<file path="src/include/rv_mult_macros.svh">
`ifndef RV_MULT_MACROS_SVH
`define RV_MULT_MACROS_SVH

// operand width of the execute stage
`define MULT_ARCH_WIDTH 32

// result buffer slots, also the upstream credits after reset
`define MULT_RES_DEPTH 4

// downstream credit count saturates here
`define MULT_CREDIT_MAX 7

// walk a bit index over a width
`define MULT_IT(idx, width) for (int idx = 0; idx < (width); idx++)

`endif

</file>
<file path="src/verilog/rv_arch_pkg.sv">
`default_nettype none

`include "rv_mult_macros.svh"

package rv_arch_pkg;

typedef logic [`MULT_ARCH_WIDTH-1:0] simd_t; // operand / result word
typedef logic [2*`MULT_ARCH_WIDTH-1:0] simd_d_t; // pp rows and tree sums

// bit 2 set for the packed dot products
typedef enum logic [2:0] {
    MULT_OP_MUL    = 3'd0,
    MULT_OP_MULH   = 3'd1,
    MULT_OP_MULHSU = 3'd2,
    MULT_OP_MULHU  = 3'd3,
    MULT_OP_DOT16  = 3'd4,
    MULT_OP_DOT8   = 3'd5
} mult_op_t;

endpackage

`default_nettype wire

</file>
<file path="src/verilog/rv_ctrl_pkg.sv">
`default_nettype none

`include "rv_mult_macros.svh"

package rv_ctrl_pkg;

typedef logic [$clog2(`MULT_CREDIT_MAX+1)-1:0] credit_cnt_t;
typedef logic [$clog2(`MULT_RES_DEPTH):0] fifo_ptr_t; // msb is the wrap bit

typedef enum logic [1:0] {
    IDLE    = 2'd0, // nothing buffered
    SEND    = 2'd1, // result going out this cycle
    STARVED = 2'd2  // data waiting on downstream credit
} send_state_t;

endpackage

`default_nettype wire

</file>
<file path="src/verilog/rv_credit_counter.sv">
`timescale 1ns/1ps
`default_nettype none

`include "rv_mult_macros.svh"

module rv_credit_counter #(
    parameter int MAX = `MULT_CREDIT_MAX
) (
    input  logic clk,
    input  logic i_rst,
    input  logic i_inc,
    input  logic i_dec,
    output logic o_avail
);

rv_ctrl_pkg::credit_cnt_t cnt;

always_ff @(posedge clk) begin
    if (i_rst) begin
        cnt <= '0;
    end else if (i_inc && !i_dec) begin
        // grants beyond MAX are dropped
        if (cnt != rv_ctrl_pkg::credit_cnt_t'(MAX)) begin
            cnt <= cnt + 1'b1;
        end
    end else if (i_dec && !i_inc) begin
        cnt <= cnt - 1'b1; // only spent while nonzero
    end
end

assign o_avail = (cnt != '0);

endmodule

`default_nettype wire

</file>
<file path="src/verilog/rv_csa.sv">
`timescale 1ns/1ps
`default_nettype none

module rv_csa #(
    parameter int W = 64
) (
    input  logic [W-1:0] i_x,
    input  logic [W-1:0] i_y,
    input  logic [W-1:0] i_z,
    output logic [W-1:0] o_s,
    output logic [W-1:0] o_c
);

// full adder per bit, carry left unshifted
assign o_s = i_x ^ i_y ^ i_z;
assign o_c = (i_x & i_y) | (i_x & i_z) | (i_y & i_z);

endmodule

`default_nettype wire

</file>
<file path="src/verilog/rv_csa_tree_8.sv">
`timescale 1ns/1ps
`default_nettype none

module rv_csa_tree_8 #(
    parameter int W = 64
) (
    input  logic [7:0][W-1:0] i_a,
    output logic [1:0][W-1:0] o_o
);

logic [W-1:0] s0, c0, s1, c1, s2, c2, s3, c3, s4, c4, s5, c5;

// 8 -> 6 rows
rv_csa #(.W(W)) u_csa_0 (.i_x(i_a[0]), .i_y(i_a[1]), .i_z(i_a[2]), .o_s(s0), .o_c(c0));
rv_csa #(.W(W)) u_csa_1 (.i_x(i_a[3]), .i_y(i_a[4]), .i_z(i_a[5]), .o_s(s1), .o_c(c1));

// 6 -> 4 rows, i_a[6] and i_a[7] join here
rv_csa #(.W(W)) u_csa_2 (.i_x(s0), .i_y(c0 << 1), .i_z(s1), .o_s(s2), .o_c(c2));
rv_csa #(.W(W)) u_csa_3 (.i_x(c1 << 1), .i_y(i_a[6]), .i_z(i_a[7]), .o_s(s3), .o_c(c3));

// 4 -> 3 -> 2
rv_csa #(.W(W)) u_csa_4 (.i_x(s2), .i_y(c2 << 1), .i_z(s3), .o_s(s4), .o_c(c4));
rv_csa #(.W(W)) u_csa_5 (.i_x(s4), .i_y(c4 << 1), .i_z(c3 << 1), .o_s(s5), .o_c(c5));

assign o_o[0] = s5;
assign o_o[1] = c5 << 1; // carry leaves already aligned

endmodule

`default_nettype wire

</file>
<file path="src/verilog/rv_mult_unit.sv">
`timescale 1ns/1ps
`default_nettype none

`include "rv_mult_macros.svh"

module rv_mult_unit (
    input  logic                  clk,
    input  logic                  i_rst,
    input  logic                  i_valid,
    input  rv_arch_pkg::mult_op_t i_op,
    input  rv_arch_pkg::simd_t    i_a,
    input  rv_arch_pkg::simd_t    i_b,
    input  logic                  i_res_credit,
    output logic                  o_credit,
    output logic                  o_res_valid,
    output rv_arch_pkg::simd_t    o_res
);

logic mult_valid;
rv_arch_pkg::simd_t mult_p;
rv_arch_pkg::simd_t fifo_rdata;
logic fifo_empty;
logic pop;
logic credit_avail;

rv_simd_mult u_simd_mult (
    .clk     (clk),
    .i_rst   (i_rst),
    .i_en    (i_valid), // issue drives the stage
    .i_op    (i_op),
    .i_a     (i_a),
    .i_b     (i_b),
    .o_valid (mult_valid),
    .o_p     (mult_p)
);

rv_res_fifo #(.DEPTH(`MULT_RES_DEPTH)) u_res_fifo (
    .clk     (clk),
    .i_rst   (i_rst),
    .i_wr    (mult_valid),
    .i_wdata (mult_p),
    .i_rd    (pop),
    .o_rdata (fifo_rdata),
    .o_empty (fifo_empty)
);

rv_credit_counter #(.MAX(`MULT_CREDIT_MAX)) u_credit_counter (
    .clk     (clk),
    .i_rst   (i_rst),
    .i_inc   (i_res_credit),
    .i_dec   (pop),
    .o_avail (credit_avail)
);

rv_res_send_fsm u_res_send_fsm (
    .clk         (clk),
    .i_rst       (i_rst),
    .i_empty     (fifo_empty),
    .i_avail     (credit_avail),
    .o_pop       (pop),
    .o_res_valid (o_res_valid)
);

// head word taken together with the pop
always_ff @(posedge clk) begin
    if (pop) begin
        o_res <= fifo_rdata;
    end
end

assign o_credit = o_res_valid; // registered pop, slot handed back upstream

endmodule

`default_nettype wire

</file>
<file path="src/verilog/rv_res_fifo.sv">
`timescale 1ns/1ps
`default_nettype none

`include "rv_mult_macros.svh"

module rv_res_fifo #(
    parameter int DEPTH = `MULT_RES_DEPTH
) (
    input  logic               clk,
    input  logic               i_rst,
    input  logic               i_wr,
    input  rv_arch_pkg::simd_t i_wdata,
    input  logic               i_rd,
    output rv_arch_pkg::simd_t o_rdata,
    output logic               o_empty
);

localparam int IW = $clog2(DEPTH); // index bits below the wrap bit

rv_arch_pkg::simd_t mem [DEPTH];
rv_ctrl_pkg::fifo_ptr_t wr_ptr, rd_ptr;

always_ff @(posedge clk) begin
    if (i_rst) begin
        wr_ptr <= '0;
        rd_ptr <= '0;
    end else begin
        if (i_wr) begin
            wr_ptr <= wr_ptr + 1'b1;
        end
        if (i_rd) begin
            rd_ptr <= rd_ptr + 1'b1;
        end
    end
end

always_ff @(posedge clk) begin
    if (i_wr) begin
        mem[wr_ptr[IW-1:0]] <= i_wdata;
    end
end

assign o_empty = (wr_ptr == rd_ptr); // wrap bits equal too
assign o_rdata = mem[rd_ptr[IW-1:0]]; // head word always showing

endmodule

`default_nettype wire

</file>
<file path="src/verilog/rv_res_send_fsm.sv">
`timescale 1ns/1ps
`default_nettype none

module rv_res_send_fsm (
    input  logic clk,
    input  logic i_rst,
    input  logic i_empty,
    input  logic i_avail,
    output logic o_pop,
    output logic o_res_valid
);

rv_ctrl_pkg::send_state_t state, state_nxt;

// one result per cycle while data and credit are both there
assign o_pop = !i_empty && i_avail;

always_comb begin
    if (i_empty) begin
        state_nxt = rv_ctrl_pkg::IDLE;
    end else if (i_avail) begin
        state_nxt = rv_ctrl_pkg::SEND;
    end else begin
        state_nxt = rv_ctrl_pkg::STARVED; // head word waits for a grant
    end
end

always_ff @(posedge clk) begin
    if (i_rst) begin
        state <= rv_ctrl_pkg::IDLE;
    end else begin
        state <= state_nxt;
    end
end

// SEND is entered exactly on a pop, so this is the pop one cycle later
assign o_res_valid = (state == rv_ctrl_pkg::SEND);

endmodule

`default_nettype wire

</file>
<file path="src/verilog/rv_simd_mult.sv">
`timescale 1ns/1ps
`default_nettype none

`include "rv_mult_macros.svh"

module rv_simd_mult (
    input  logic                  clk,
    input  logic                  i_rst,
    input  logic                  i_en,
    input  rv_arch_pkg::mult_op_t i_op,
    input  rv_arch_pkg::simd_t    i_a,
    input  rv_arch_pkg::simd_t    i_b,
    output logic                  o_valid,
    output rv_arch_pkg::simd_t    o_p
);

localparam int W = `MULT_ARCH_WIDTH;
localparam int WD = 2 * W;
localparam int CORR_DOT16 = W / 2 + 1; // 2^16 from each of two lanes
localparam int CORR_DOT8 = W / 4 + 2; // 2^8 from each of four lanes
localparam int DOT8_W = W / 2 + 1; // dot8 result bits
localparam int DOT8_PAD = W - DOT8_W;

// baugh-wooley: invert sign row / sign col, but not sign x sign
function automatic logic bw_flip(input int i, input int j, input int l);
    return ((i % l) == (l - 1)) != ((j % l) == (l - 1));
endfunction

// row and column on the same diagonal tile
function automatic logic tile_hit(input int i, input int j, input int l);
    return (i / l) == (j / l);
endfunction

logic op_dot16, op_dot8, op_mulhu;
assign op_dot16 = (i_op == rv_arch_pkg::MULT_OP_DOT16);
assign op_dot8 = (i_op == rv_arch_pkg::MULT_OP_DOT8);
assign op_mulhu = (i_op == rv_arch_pkg::MULT_OP_MULHU);

// AND matrix, row i is a[i] against all of b
rv_arch_pkg::simd_t [W-1:0] pp;
always_comb begin
    `MULT_IT(i, W) begin
        `MULT_IT(j, W) begin
            if (op_dot8) begin
                pp[i][j] = tile_hit(i, j, 8) & ((i_a[i] & i_b[j]) ^ bw_flip(i, j, 8));
            end else if (op_dot16) begin
                pp[i][j] = tile_hit(i, j, 16) & ((i_a[i] & i_b[j]) ^ bw_flip(i, j, 16));
            end else if (op_mulhu) begin
                pp[i][j] = i_a[i] & i_b[j]; // plain unsigned
            end else begin
                pp[i][j] = (i_a[i] & i_b[j]) ^ bw_flip(i, j, W);
            end
        end
    end
end

// rows shifted into place, packed lanes pulled back down to bit 0
rv_arch_pkg::simd_d_t [W-1:0] ppv;
always_comb begin
    `MULT_IT(i, W) begin
        if (op_dot8) begin
            ppv[i] = (rv_arch_pkg::simd_d_t'(pp[i]) << (i % 8)) >> ((i / 8) * 8);
        end else if (op_dot16) begin
            ppv[i] = (rv_arch_pkg::simd_d_t'(pp[i]) << (i % 16)) >> ((i / 16) * 16);
        end else begin
            ppv[i] = rv_arch_pkg::simd_d_t'(pp[i]) << i;
        end
    end
end

// correction constant of the modified BW form
rv_arch_pkg::simd_d_t corr;
always_comb begin
    corr = '0;
    if (op_dot8) begin
        corr[CORR_DOT8] = 1'b1; // the 2^15 terms overflow out of 17 bits
    end else if (op_dot16) begin
        corr[CORR_DOT16] = 1'b1;
    end else begin
        corr[W] = 1'b1;
        corr[WD-1] = 1'b1;
    end
end

// first level, four trees side by side
rv_arch_pkg::simd_d_t [3:0][1:0] tree_o;
for (genvar t = 0; t < 4; t++) begin : g_tree
    rv_csa_tree_8 #(.W(WD)) u_tree (
        .i_a (ppv[8*t +: 8]),
        .o_o (tree_o[t])
    );
end

// stage register
rv_arch_pkg::simd_d_t [3:0][1:0] tree_q;
rv_arch_pkg::simd_d_t corr_q;
rv_arch_pkg::simd_t a_q;
rv_arch_pkg::mult_op_t op_q;
logic b_sign_q;
logic valid_q;

always_ff @(posedge clk) begin
    if (i_rst) begin
        valid_q <= 1'b0;
        op_q <= rv_arch_pkg::MULT_OP_MUL;
    end else begin
        valid_q <= i_en;
        if (i_en) begin
            op_q <= i_op;
        end
    end
end

always_ff @(posedge clk) begin
    if (i_en) begin
        tree_q <= tree_o;
        corr_q <= corr;
        a_q <= i_a;
        b_sign_q <= i_b[W-1];
    end
end

// final tree over the eight registered rows
rv_arch_pkg::simd_d_t [1:0] tree_f;
rv_csa_tree_8 #(.W(WD)) u_tree_f (
    .i_a (tree_q),
    .o_o (tree_f)
);

rv_arch_pkg::simd_d_t sum_u; // no correction, unsigned product
assign sum_u = tree_f[0] + tree_f[1];

// fold in the correction
rv_arch_pkg::simd_d_t s_corr, c_corr, c_corr_al, mul_s;
rv_csa #(.W(WD)) u_csa_corr (
    .i_x (tree_f[0]),
    .i_y (tree_f[1]),
    .i_z (corr_q),
    .o_s (s_corr),
    .o_c (c_corr)
);
assign c_corr_al = c_corr << 1;
assign mul_s = s_corr + c_corr_al;

// b was taken as signed, add a * 2^32 back when its msb is set
rv_arch_pkg::simd_d_t s_hsu, c_hsu, mul_hsu;
rv_csa #(.W(WD)) u_csa_hsu (
    .i_x (s_corr),
    .i_y (c_corr_al),
    .i_z ({a_q, {W{1'b0}}}),
    .o_s (s_hsu),
    .o_c (c_hsu)
);
assign mul_hsu = s_hsu + (c_hsu << 1);

always_comb begin
    case (op_q)
        rv_arch_pkg::MULT_OP_MUL: o_p = mul_s[W-1:0];
        rv_arch_pkg::MULT_OP_MULH: o_p = mul_s[WD-1:W];
        rv_arch_pkg::MULT_OP_MULHSU: o_p = b_sign_q ? mul_hsu[WD-1:W] : mul_s[WD-1:W];
        rv_arch_pkg::MULT_OP_MULHU: o_p = sum_u[WD-1:W];
        rv_arch_pkg::MULT_OP_DOT16: o_p = mul_s[W-1:0];
        rv_arch_pkg::MULT_OP_DOT8: o_p = {{DOT8_PAD{mul_s[DOT8_W-1]}}, mul_s[DOT8_W-1:0]};
        default: o_p = '0;
    endcase
end

assign o_valid = valid_q;

endmodule

`default_nettype wire
</file>
<file path="config.mk">
export PLATFORM = sky130hd
export DESIGN_NAME = rv_mult_unit
export DESIGN_NICKNAME = d
export VERILOG_FILES = /design/src/verilog/rv_arch_pkg.sv /design/src/verilog/rv_ctrl_pkg.sv /design/src/verilog/rv_credit_counter.sv /design/src/verilog/rv_csa.sv /design/src/verilog/rv_csa_tree_8.sv /design/src/verilog/rv_mult_unit.sv /design/src/verilog/rv_res_fifo.sv /design/src/verilog/rv_res_send_fsm.sv /design/src/verilog/rv_simd_mult.sv
export VERILOG_INCLUDE_DIRS = /design/src /design/src/include
export SDC_FILE = /design/constraint.sdc
export NUM_CORES = 2
export LEC_CHECK = 0
export BUFFER_PORTS_ARGS = -buffer_cell sky130_fd_sc_hd__buf_2
export CAP_MARGIN = 20
export CORE_MARGIN = 2
export CORE_UTILIZATION = 55
export CTS_CLUSTER_DIAMETER = 200
export CTS_CLUSTER_SIZE = 24
export DETAILED_ROUTE_END_ITERATION = 8
export HOLD_SLACK_MARGIN = 0.03
export PLACE_DENSITY_LB_ADDON = 0.3
export SLEW_MARGIN = 25
export SYNTH_ARGS = -nofsm -noshare
export SYNTH_HDL_FRONTEND = slang
export SYNTH_SLANG_ARGS = --single-unit
</file>
<file path="constraint.sdc">
create_clock -name clk -period 7 [get_ports clk]
set_input_delay 0.7 -clock clk [delete_from_list [all_inputs] [get_ports clk]]
set_output_delay 0.7 -clock clk [all_outputs]
set_load 0.05 [all_outputs]
</file>
## Word level (Yosys, flattened, before mapping)

Memories as Yosys holds them, arrays and structs flattened. A register that Yosys moved wholly into a read port is not among the register bits.
Cells that the tools add are included.

| storage, ports and cells | value |
|---|---|
| output and inout bits | 34 |
| register bits | 559 |
| bits in writable memories | 128 |
| word-level logic and storage cells | 2492 |
| bits of input ports | 71 |
| memories kept | 1 |
| latch bits | 0 |
| ROM bits | 0 |

| operators by class | value |
|---|---|
| multipliers | 0 |
| multiplexer cells | 1074 |
| $add $sub $neg | 7 |
| div/mod/pow operators | 0 |
| equal/unequal tests | 12 |
| order comparisons | 0 |
| reduce and logical (&&, ||, !) cells | 12 |
| bitwise gates (word level) | 1368 |
| shift operators | 0 |

Memories:

| name | depth | width | read ports | clocked after memory_dff | write ports | RTL line | source |
|---|---|---|---|---|---|---|---|
| u_res_fifo.mem | 4 | 32 | 1 | 1 | 1 | rv_res_fifo.sv:20 | `rv_arch_pkg::simd_t mem [DEPTH];` |

Operator list:

| operator | number |
|---|---|
| 63-bit bitwise AND | 83 |
| 63-bit OR | 61 |
| 64-bit bitwise XOR | 50 |
| 1-bit 2-to-1 mux | 1028 |
| 1-bit bitwise AND | 1024 |
| 64-bit adder | 3 |
| 32-bit one-hot mux with 5 select lines | 1 |
| 63-bit by 33-bit bitwise AND with 63-bit output | 2 |
| 63-bit by 37-bit bitwise AND with 63-bit output | 2 |
| 63-bit 2-to-1 mux | 2 |
| 62-bit 2-to-1 mux | 2 |
| 61-bit 2-to-1 mux | 2 |
| 60-bit 2-to-1 mux | 2 |
| 1-bit NOT | 120 |
| 59-bit 2-to-1 mux | 2 |
| 58-bit 2-to-1 mux | 2 |
| 57-bit 2-to-1 mux | 2 |
| 56-bit 2-to-1 mux | 2 |
| 55-bit 2-to-1 mux | 2 |
| 54-bit 2-to-1 mux | 2 |
| 53-bit 2-to-1 mux | 2 |
| 52-bit 2-to-1 mux | 2 |
| 51-bit 2-to-1 mux | 2 |
| 50-bit 2-to-1 mux | 2 |
| other kinds (55) | 71 |

## Logic depth before layout (Yosys ltp)

| logic depth | value |
|---|---|
| word-level depth | 21 |
| mapped depth | 25 |
| depth with buffers taken out | 24 |

## Modules after synthesis

Synthesis repeated with hierarchy kept, for this count alone.

| unflattened totals | value |
|---|---|
| cell total of the unflattened synthesis | 6639 |
| area, all modules | 86394.1 µm² |

Modules (own cells, without submodules):

| module | cells an instance | instances | area an instance (µm²) | sequential area each (µm²) |
|---|---|---|---|---|
| rv_csa | 64 | 32 | 1281.2 | 0.0 |
| rv_simd_mult | 4313 | 1 | 39037.4 | 16535.9 |
| rv_res_fifo | 206 | 1 | 5049.8 | 4003.8 |
| rv_mult_unit | 33 | 1 | 968.4 | 960.9 |
| rv_credit_counter | 23 | 1 | 207.7 | 60.1 |
| rv_res_send_fsm | 6 | 1 | 75.1 | 40.0 |
| rv_csa_tree_8 | 2 | 5 | 11.3 | 0.0 |

## Worst setup path after synthesis

No wires, ideal clock.

| path | value |
|---|---|
| kind | register to register |
| start point | register u_simd_mult.tree_q[216] (netlist bit) |
| end point | memory u_res_fifo.mem[0][27] (netlist bit) (data pin) |
| period minus slack after synthesis | 6307 ps |
| cell stages (with the launch flop) | 21 |
| setup time | 196 ps |
| path slack | 693 ps |
| data arrival time | 6112 ps |
| data required time | 6804 ps |
| buffers on the path | 0 |
| cells stage by stage | edfxtp_1 -> fa_1 -> fa_1 -> inv_1 -> fa_1 -> inv_1 -> fa_1 -> ha_1 -> ha_1 -> fa_1 -> nand3_2 -> or3_1 -> or3_1 -> a311oi_2 -> o211ai_2 -> o31ai_2 -> nand2_2 -> o31ai_4 -> a31oi_1 -> xor2_1 -> o2111ai_1 |

| between the ends | value |
|---|---|
| longest elaborated chain between the ends | 20 |
| elaborated cells on any way between the ends | 50 |
| those cells by class | add/sub: 3; mux: 2; bitwise: 45 |

Ends and longest elaborated chain:

| item | RTL line | source |
|---|---|---|
| start, declared | rv_simd_mult.sv:95 | `rv_arch_pkg::simd_d_t [3:0][1:0] tree_q;` |
| start signal, assigned | rv_simd_mult.sv:116 | `tree_q <= tree_o;` |
| 64-bit bitwise XOR / 63-bit bitwise AND (equally long branches) | rv_csa.sv:15, rv_csa.sv:16 |  |
| 64-bit bitwise XOR / 63-bit OR (equally long branches) | rv_csa.sv:15, rv_csa.sv:16 |  |
| 63-bit bitwise AND / 63-bit OR (equally long branches) | rv_csa.sv:16 | `assign o_c = (i_x & i_y) \| (i_x & i_z) \| (i_y & i_z);` |
| 63-bit OR / 64-bit bitwise XOR (equally long branches) (2 in a row) | rv_csa.sv:16, rv_csa.sv:15 |  |
| 63-bit bitwise AND | rv_csa.sv:16 |  |
| 63-bit OR (2 in a row) | rv_csa.sv:16 |  |
| 63-bit bitwise AND | rv_csa.sv:16 |  |
| 63-bit OR (2 in a row) | rv_csa.sv:16 |  |
| 63-bit bitwise AND | rv_csa.sv:16 |  |
| 63-bit OR (2 in a row) | rv_csa.sv:16 |  |
| 63-bit bitwise AND | rv_csa.sv:16 |  |
| 63-bit OR (2 in a row) | rv_csa.sv:16 |  |
| 64-bit adder | rv_simd_mult.sv:154 | `assign mul_hsu = s_hsu + (c_hsu << 1);` |
| 32-bit 2-to-1 mux | rv_simd_mult.sv:160 | `rv_arch_pkg::MULT_OP_MULHSU: o_p = b_sign_q ? mul_hsu[WD-1:W] : mul_s[WD-1:W];` |
| 32-bit one-hot mux with 5 select lines (*) | rv_simd_mult.sv:157 | `case (op_q)` |
| net mult_p[27] | rv_mult_unit.sv:20 | `rv_arch_pkg::simd_t mult_p;` |
| end, declared | rv_res_fifo.sv:20 |  |

The timed path passes the listed nets; every way through them passes the cells marked *.

## Worst setup path after layout

| path | value |
|---|---|
| start point | register u_simd_mult.tree_q[138] (netlist bit) |
| end point | memory u_res_fifo.mem[3][27] (netlist bit) (data pin) |

| between the ends | value |
|---|---|
| longest elaborated chain between the ends | 21 |
| elaborated cells on any way between the ends | 45 |
| those cells by class | add/sub: 3; mux: 2; bitwise: 40 |

Ends and longest elaborated chain:

| item | RTL line |
|---|---|
| 63-bit bitwise AND | rv_csa.sv:16 |
| 63-bit OR (2 in a row) | rv_csa.sv:16 |
| 63-bit bitwise AND | rv_csa.sv:16 |
| 63-bit OR (2 in a row) | rv_csa.sv:16 |
| 63-bit bitwise AND | rv_csa.sv:16 |
| 63-bit OR (2 in a row) | rv_csa.sv:16 |
| 63-bit bitwise AND | rv_csa.sv:16 |
| 63-bit OR (2 in a row) | rv_csa.sv:16 |
| 63-bit bitwise AND | rv_csa.sv:16 |
| 63-bit OR (2 in a row) | rv_csa.sv:16 |
| 63-bit bitwise AND | rv_csa.sv:16 |
| 63-bit OR (2 in a row) | rv_csa.sv:16 |
| 64-bit adder | rv_simd_mult.sv:154 |
| 32-bit 2-to-1 mux | rv_simd_mult.sv:160 |
| 32-bit one-hot mux with 5 select lines (*) | rv_simd_mult.sv:157 |
| net mult_p[27] | rv_mult_unit.sv:20 |

Marks and branches as above.

==> flow_metrics.env <==
export IMPL_critPathRequiredTime_ns=7.39
export IMPL_cpMostUsedCell="fa_1"
export IMPL_asyncSetResetFlopFracSynth_pct=0
export IMPL_endpoint_kind="flip-flop"
export IMPL_die_width_um=378
export IMPL_worstMarginPinSlew_ns=1.15
export IMPL_timing_critical_path_slowest_cell_delay_ns=0.58
export IMPL_via_per_inst=5.87
export IMPL_grt_setup_unrepaired="yes"
export IMPL_cts_htree_levels=1
export IMPL_synth_edf_count=597
export IMPL_vias_after_detailed_routing=54598
export IMPL_detailedPlace_worstSlack_ns=-0.196
export IMPL_synthesis_area_um2=76800
export IMPL_clk_insertion_delay_late_ns=0.71
export IMPL_slew_violations=0
export IMPL_initial_utilization_pct=55.2
export IMPL_wire_length_per_cell_after_detailed_routing_um=24.9
export IMPL_grt_start_max_net_pins=212
export IMPL_synth_seq_cells=612
export IMPL_full_die_area_um2=143000
export IMPL_synthesis_instances=7447
export IMPL_clkSlewWorstSetupHoldPaths_ns=0.11
export IMPL_first_global_vias=57831
export IMPL_track_usage_pct=33.3
export IMPL_timing_hold_worst_start="i_a[22]"
export IMPL_detail_route_first_pass_iterations=6
export IMPL_antenna_found_initial=17
export IMPL_fin_worst_hold_slack_ns=0.341
export IMPL_fp_dieH_um=378
export IMPL_crit_reg2reg_launch="u_simd_mult.tree_q[138]$_DFFE_PP_"
export IMPL_core_um2=139000
export IMPL_maxCapViolCount=0
export IMPL_synthesized_area_per_cell_um2=10.3
export IMPL_layout_area_overhead_vs_synth_pct=5.54
export IMPL_cts_tree="done"
export IMPL_gpl_final_weighted_congestion=1.00
export IMPL_layout_cells_most_common_list="inv_1 (1,799), fa_1 (1,471), and3_1 (890), edfxtp_1 (597), nand2_1 (489)"
export IMPL_hpwlAfterDp_um=177000
export IMPL_crit_arrival_ns=7.38
export IMPL_prevailing_post_synth_register_cell="edfxtp_1"
export IMPL_cts_root_buf="clkbuf_16"
export IMPL_finalSetupTns_ns=0
export IMPL_final_nets=9220
export IMPL_final_min_period_over_clock_period_pct=99.9
export IMPL_drcViolationCount=0
export IMPL_gr_total_overflow=0
export IMPL_worst_slew_margin_rel_pct=23.0
export IMPL_post_route_cells_drive_above_1_share_pct=6.38
export IMPL_setup_ws_ns=0.00684
export IMPL_clock_path_buffers=3
export IMPL_post_cts_hold_buffer_count=0
export IMPL_layout_core_utilization_pct=58.3
export IMPL_layout_filler_cell_count=11762
export IMPL_timing_critical_path_from="u_simd_mult.tree_q[138]$_DFFE_PP_"
export IMPL_max_clock_freq_ghz=0.143
export IMPL_top_level_ports=105
export IMPL_crit_path_top_delay_cell="fa_1"
export IMPL_antenna_left=0
export IMPL_cts_num_sinks=612
export IMPL_tritoncts_num_buffers=29
export IMPL_hold_path_class="input pin to flip-flop"
export IMPL_drtIter0Drc=6217
export IMPL_hold_viol=0
export IMPL_synth_distinct_cells=94
export IMPL_timing_worst_setup_path_type="flip-flop to flip-flop"
export IMPL_finalCriticalPeriod_ns=6.99
export IMPL_yosysWarningCount=0
export IMPL_finClkSkew_ns=0.0650
export IMPL_setup_violations=0
export IMPL_port_buffer_count=104
export IMPL_result_of_the_run="finished, final reports clean"
export IMPL_grt_pass1_wl_um=353000
export IMPL_critical_path_cell_chain="fa_1 > fa_1 > inv_2 > fa_1 > fa_1 > inv_2 > fa_1 > ha_2 > inv_2 > fa_1 > nand2b_4 > or4_4 > a21o_1 > a311oi_2 > o211ai_2 > buf_6 > o31ai_4 > buf_6 > nand2_4 > o31ai_4 > a31oi_1 > xor2_1 > o2111ai_2"
export IMPL_most_frequent_standard_cell_in_the_layout_excluding_fill_and_tap_cells="inv_1"
export IMPL_worst_path_max_fanout=4
export IMPL_timing_critical_path_from_type="flip-flop"
export IMPL_synth_yosys_seq_area_share_pct=23.7
export IMPL_core_rowCount=137
export IMPL_routed_wirelength_um=232000
path summary, 6_finish.rpt:
path,endpoint,slack (ns),cells past startpoint
hold reg to reg,u_res_fifo.wr_ptr[2]$_SDFFE_PP0P_,0.55,2
hold / removal,u_simd_mult.a_q[22]$_DFFE_PP_,0.34,1
setup reg to reg,u_res_fifo.mem[3][27]$_DFFE_PP_,0.007,23
setup / recovery,u_res_fifo.mem[3][27]$_DFFE_PP_,0.007,23
cell usage after synthesis, types with 6 or more instances:
cell / n / share of area [%]
inv_1: 1804 / 8.8
fa_1: 1478 / 39
and3_1: 890 / 7.3
edfxtp_1: 597 / 23
nand2_1: 492 / 2.4
clkbuf_1: 453 / 2.2
ha_1: 271 / 4.4
nand3_1: 190 / 1.2
a21oi_1: 182 / 1.2
nor2_1: 154 / 0.75
xnor2_1: 129 / 1.5
o21ai_0: 108 / 0.70
xor2_1: 78 / 0.89
and2_1: 74 / 0.60
a31oi_1: 50 / 0.41
a21o_1: 32 / 0.31
mux4_2: 32 / 0.94
nand4_1: 31 / 0.25
nor2b_1: 28 / 0.23
nor3_1: 28 / 0.18
o21bai_1: 27 / 0.26
o31ai_1: 27 / 0.26
nand2b_1: 21 / 0.17
buf_1: 20 / 0.098
o211ai_1: 17 / 0.17
a211oi_1: 16 / 0.16
o221ai_1: 16 / 0.18
a221oi_1: 15 / 0.17
dfxtp_1: 15 / 0.39
nor4_1: 13 / 0.11
o21a_1: 10 / 0.098
mux2i_1: 9 / 0.12
and4_1: 7 / 0.080
o2111ai_1: 7 / 0.080
a2111oi_0: 6 / 0.068
a22oi_1: 6 / 0.059
a311oi_1: 6 / 0.068
or2_2: 6 / 0.049
cells by family (layout without fill, tap and decap cells):
family / after synthesis / count (layout) / synth area share [%]
buf+inv: 2282 / 2171 / 11.2
simple gates: 1967 / 1967 / 13.7
fa+ha+maj: 1749 / 1749 / 43.0
flops: 612 / 612 / 23.7
compound gates: 586 / 586 / 5.00
xor+xnor: 207 / 207 / 2.36
mux: 42 / 42 / 1.07
other cells: 2 / 90 / 0.00978
final cells by class:
type | count | area, um2 | area share [%]
inverter | 1805 | 6790 | 8.37
clock buffer | 43 | 778 | 0.961
timing repair buffer | 321 | 2270 | 2.81
tap | 1876 | 2350 | 2.90
clock inverter | 2 | 36.3 | 0.0448
sequential | 612 | 18200 | 22.5
multi-input combinational | 4631 | 50500 | 62.4
antenna | 10 | 25.0 | 0.0309
registers in the layout, indices dropped and copies added (netlist names):
name and flops:
u_simd_mult.tree_q 401, u_res_fifo.mem 128, o_res 32, u_simd_mult.a_q 32, u_credit_counter.cnt 3, u_res_fifo.rd_ptr 3, u_res_fifo.wr_ptr 3, u_simd_mult.corr_q 3
u_simd_mult.op_q 3, u_res_send_fsm.state 2, u_simd_mult.b_sign_q 1, u_simd_mult.o_valid 1
metrics by stage:
step                std cells  area (um2)
CTS                      9279       80700
global placement         9234       79800
detailed placement       9234       79800
finish                   9300       81000
floorplan                7525       77100
global route             9290       81000
routing by layer:
| metal | vias up | track usage (%) | share of wire, % |
|---|---|---|---|
| met5 | - | 0 | 0.076 |
| met4 | 10 | 15.8 | 5.4 |
| met3 | 607 | 7.73 | 11 |
| met2 | 3067 | 51.0 | 45 |
| met1 | 27910 | 45.2 | 38 |
| li1 | 23004 | - | - |
worst max-delay path: cells and delay by family, from the launching register on:
family          cells  cell delay [ns]
compound gates      7             1.60
fa+ha+maj           7             3.37
simple gates        3             0.65
buf+inv             5             0.49
xor+xnor            1             0.20
flops               1             0.41
timing repair:
item | CTS | global route
endpoints found under the hold margin | 0 | 0
resized for setup | 6 | 62
pin swaps | 1 | 34
buffers inserted | 0 | 11
endpoints found under the setup margin | 29 | 120
Power is not shown: default switching activity piles up to over one toggle a cycle in this logic, so the estimate is an artifact.
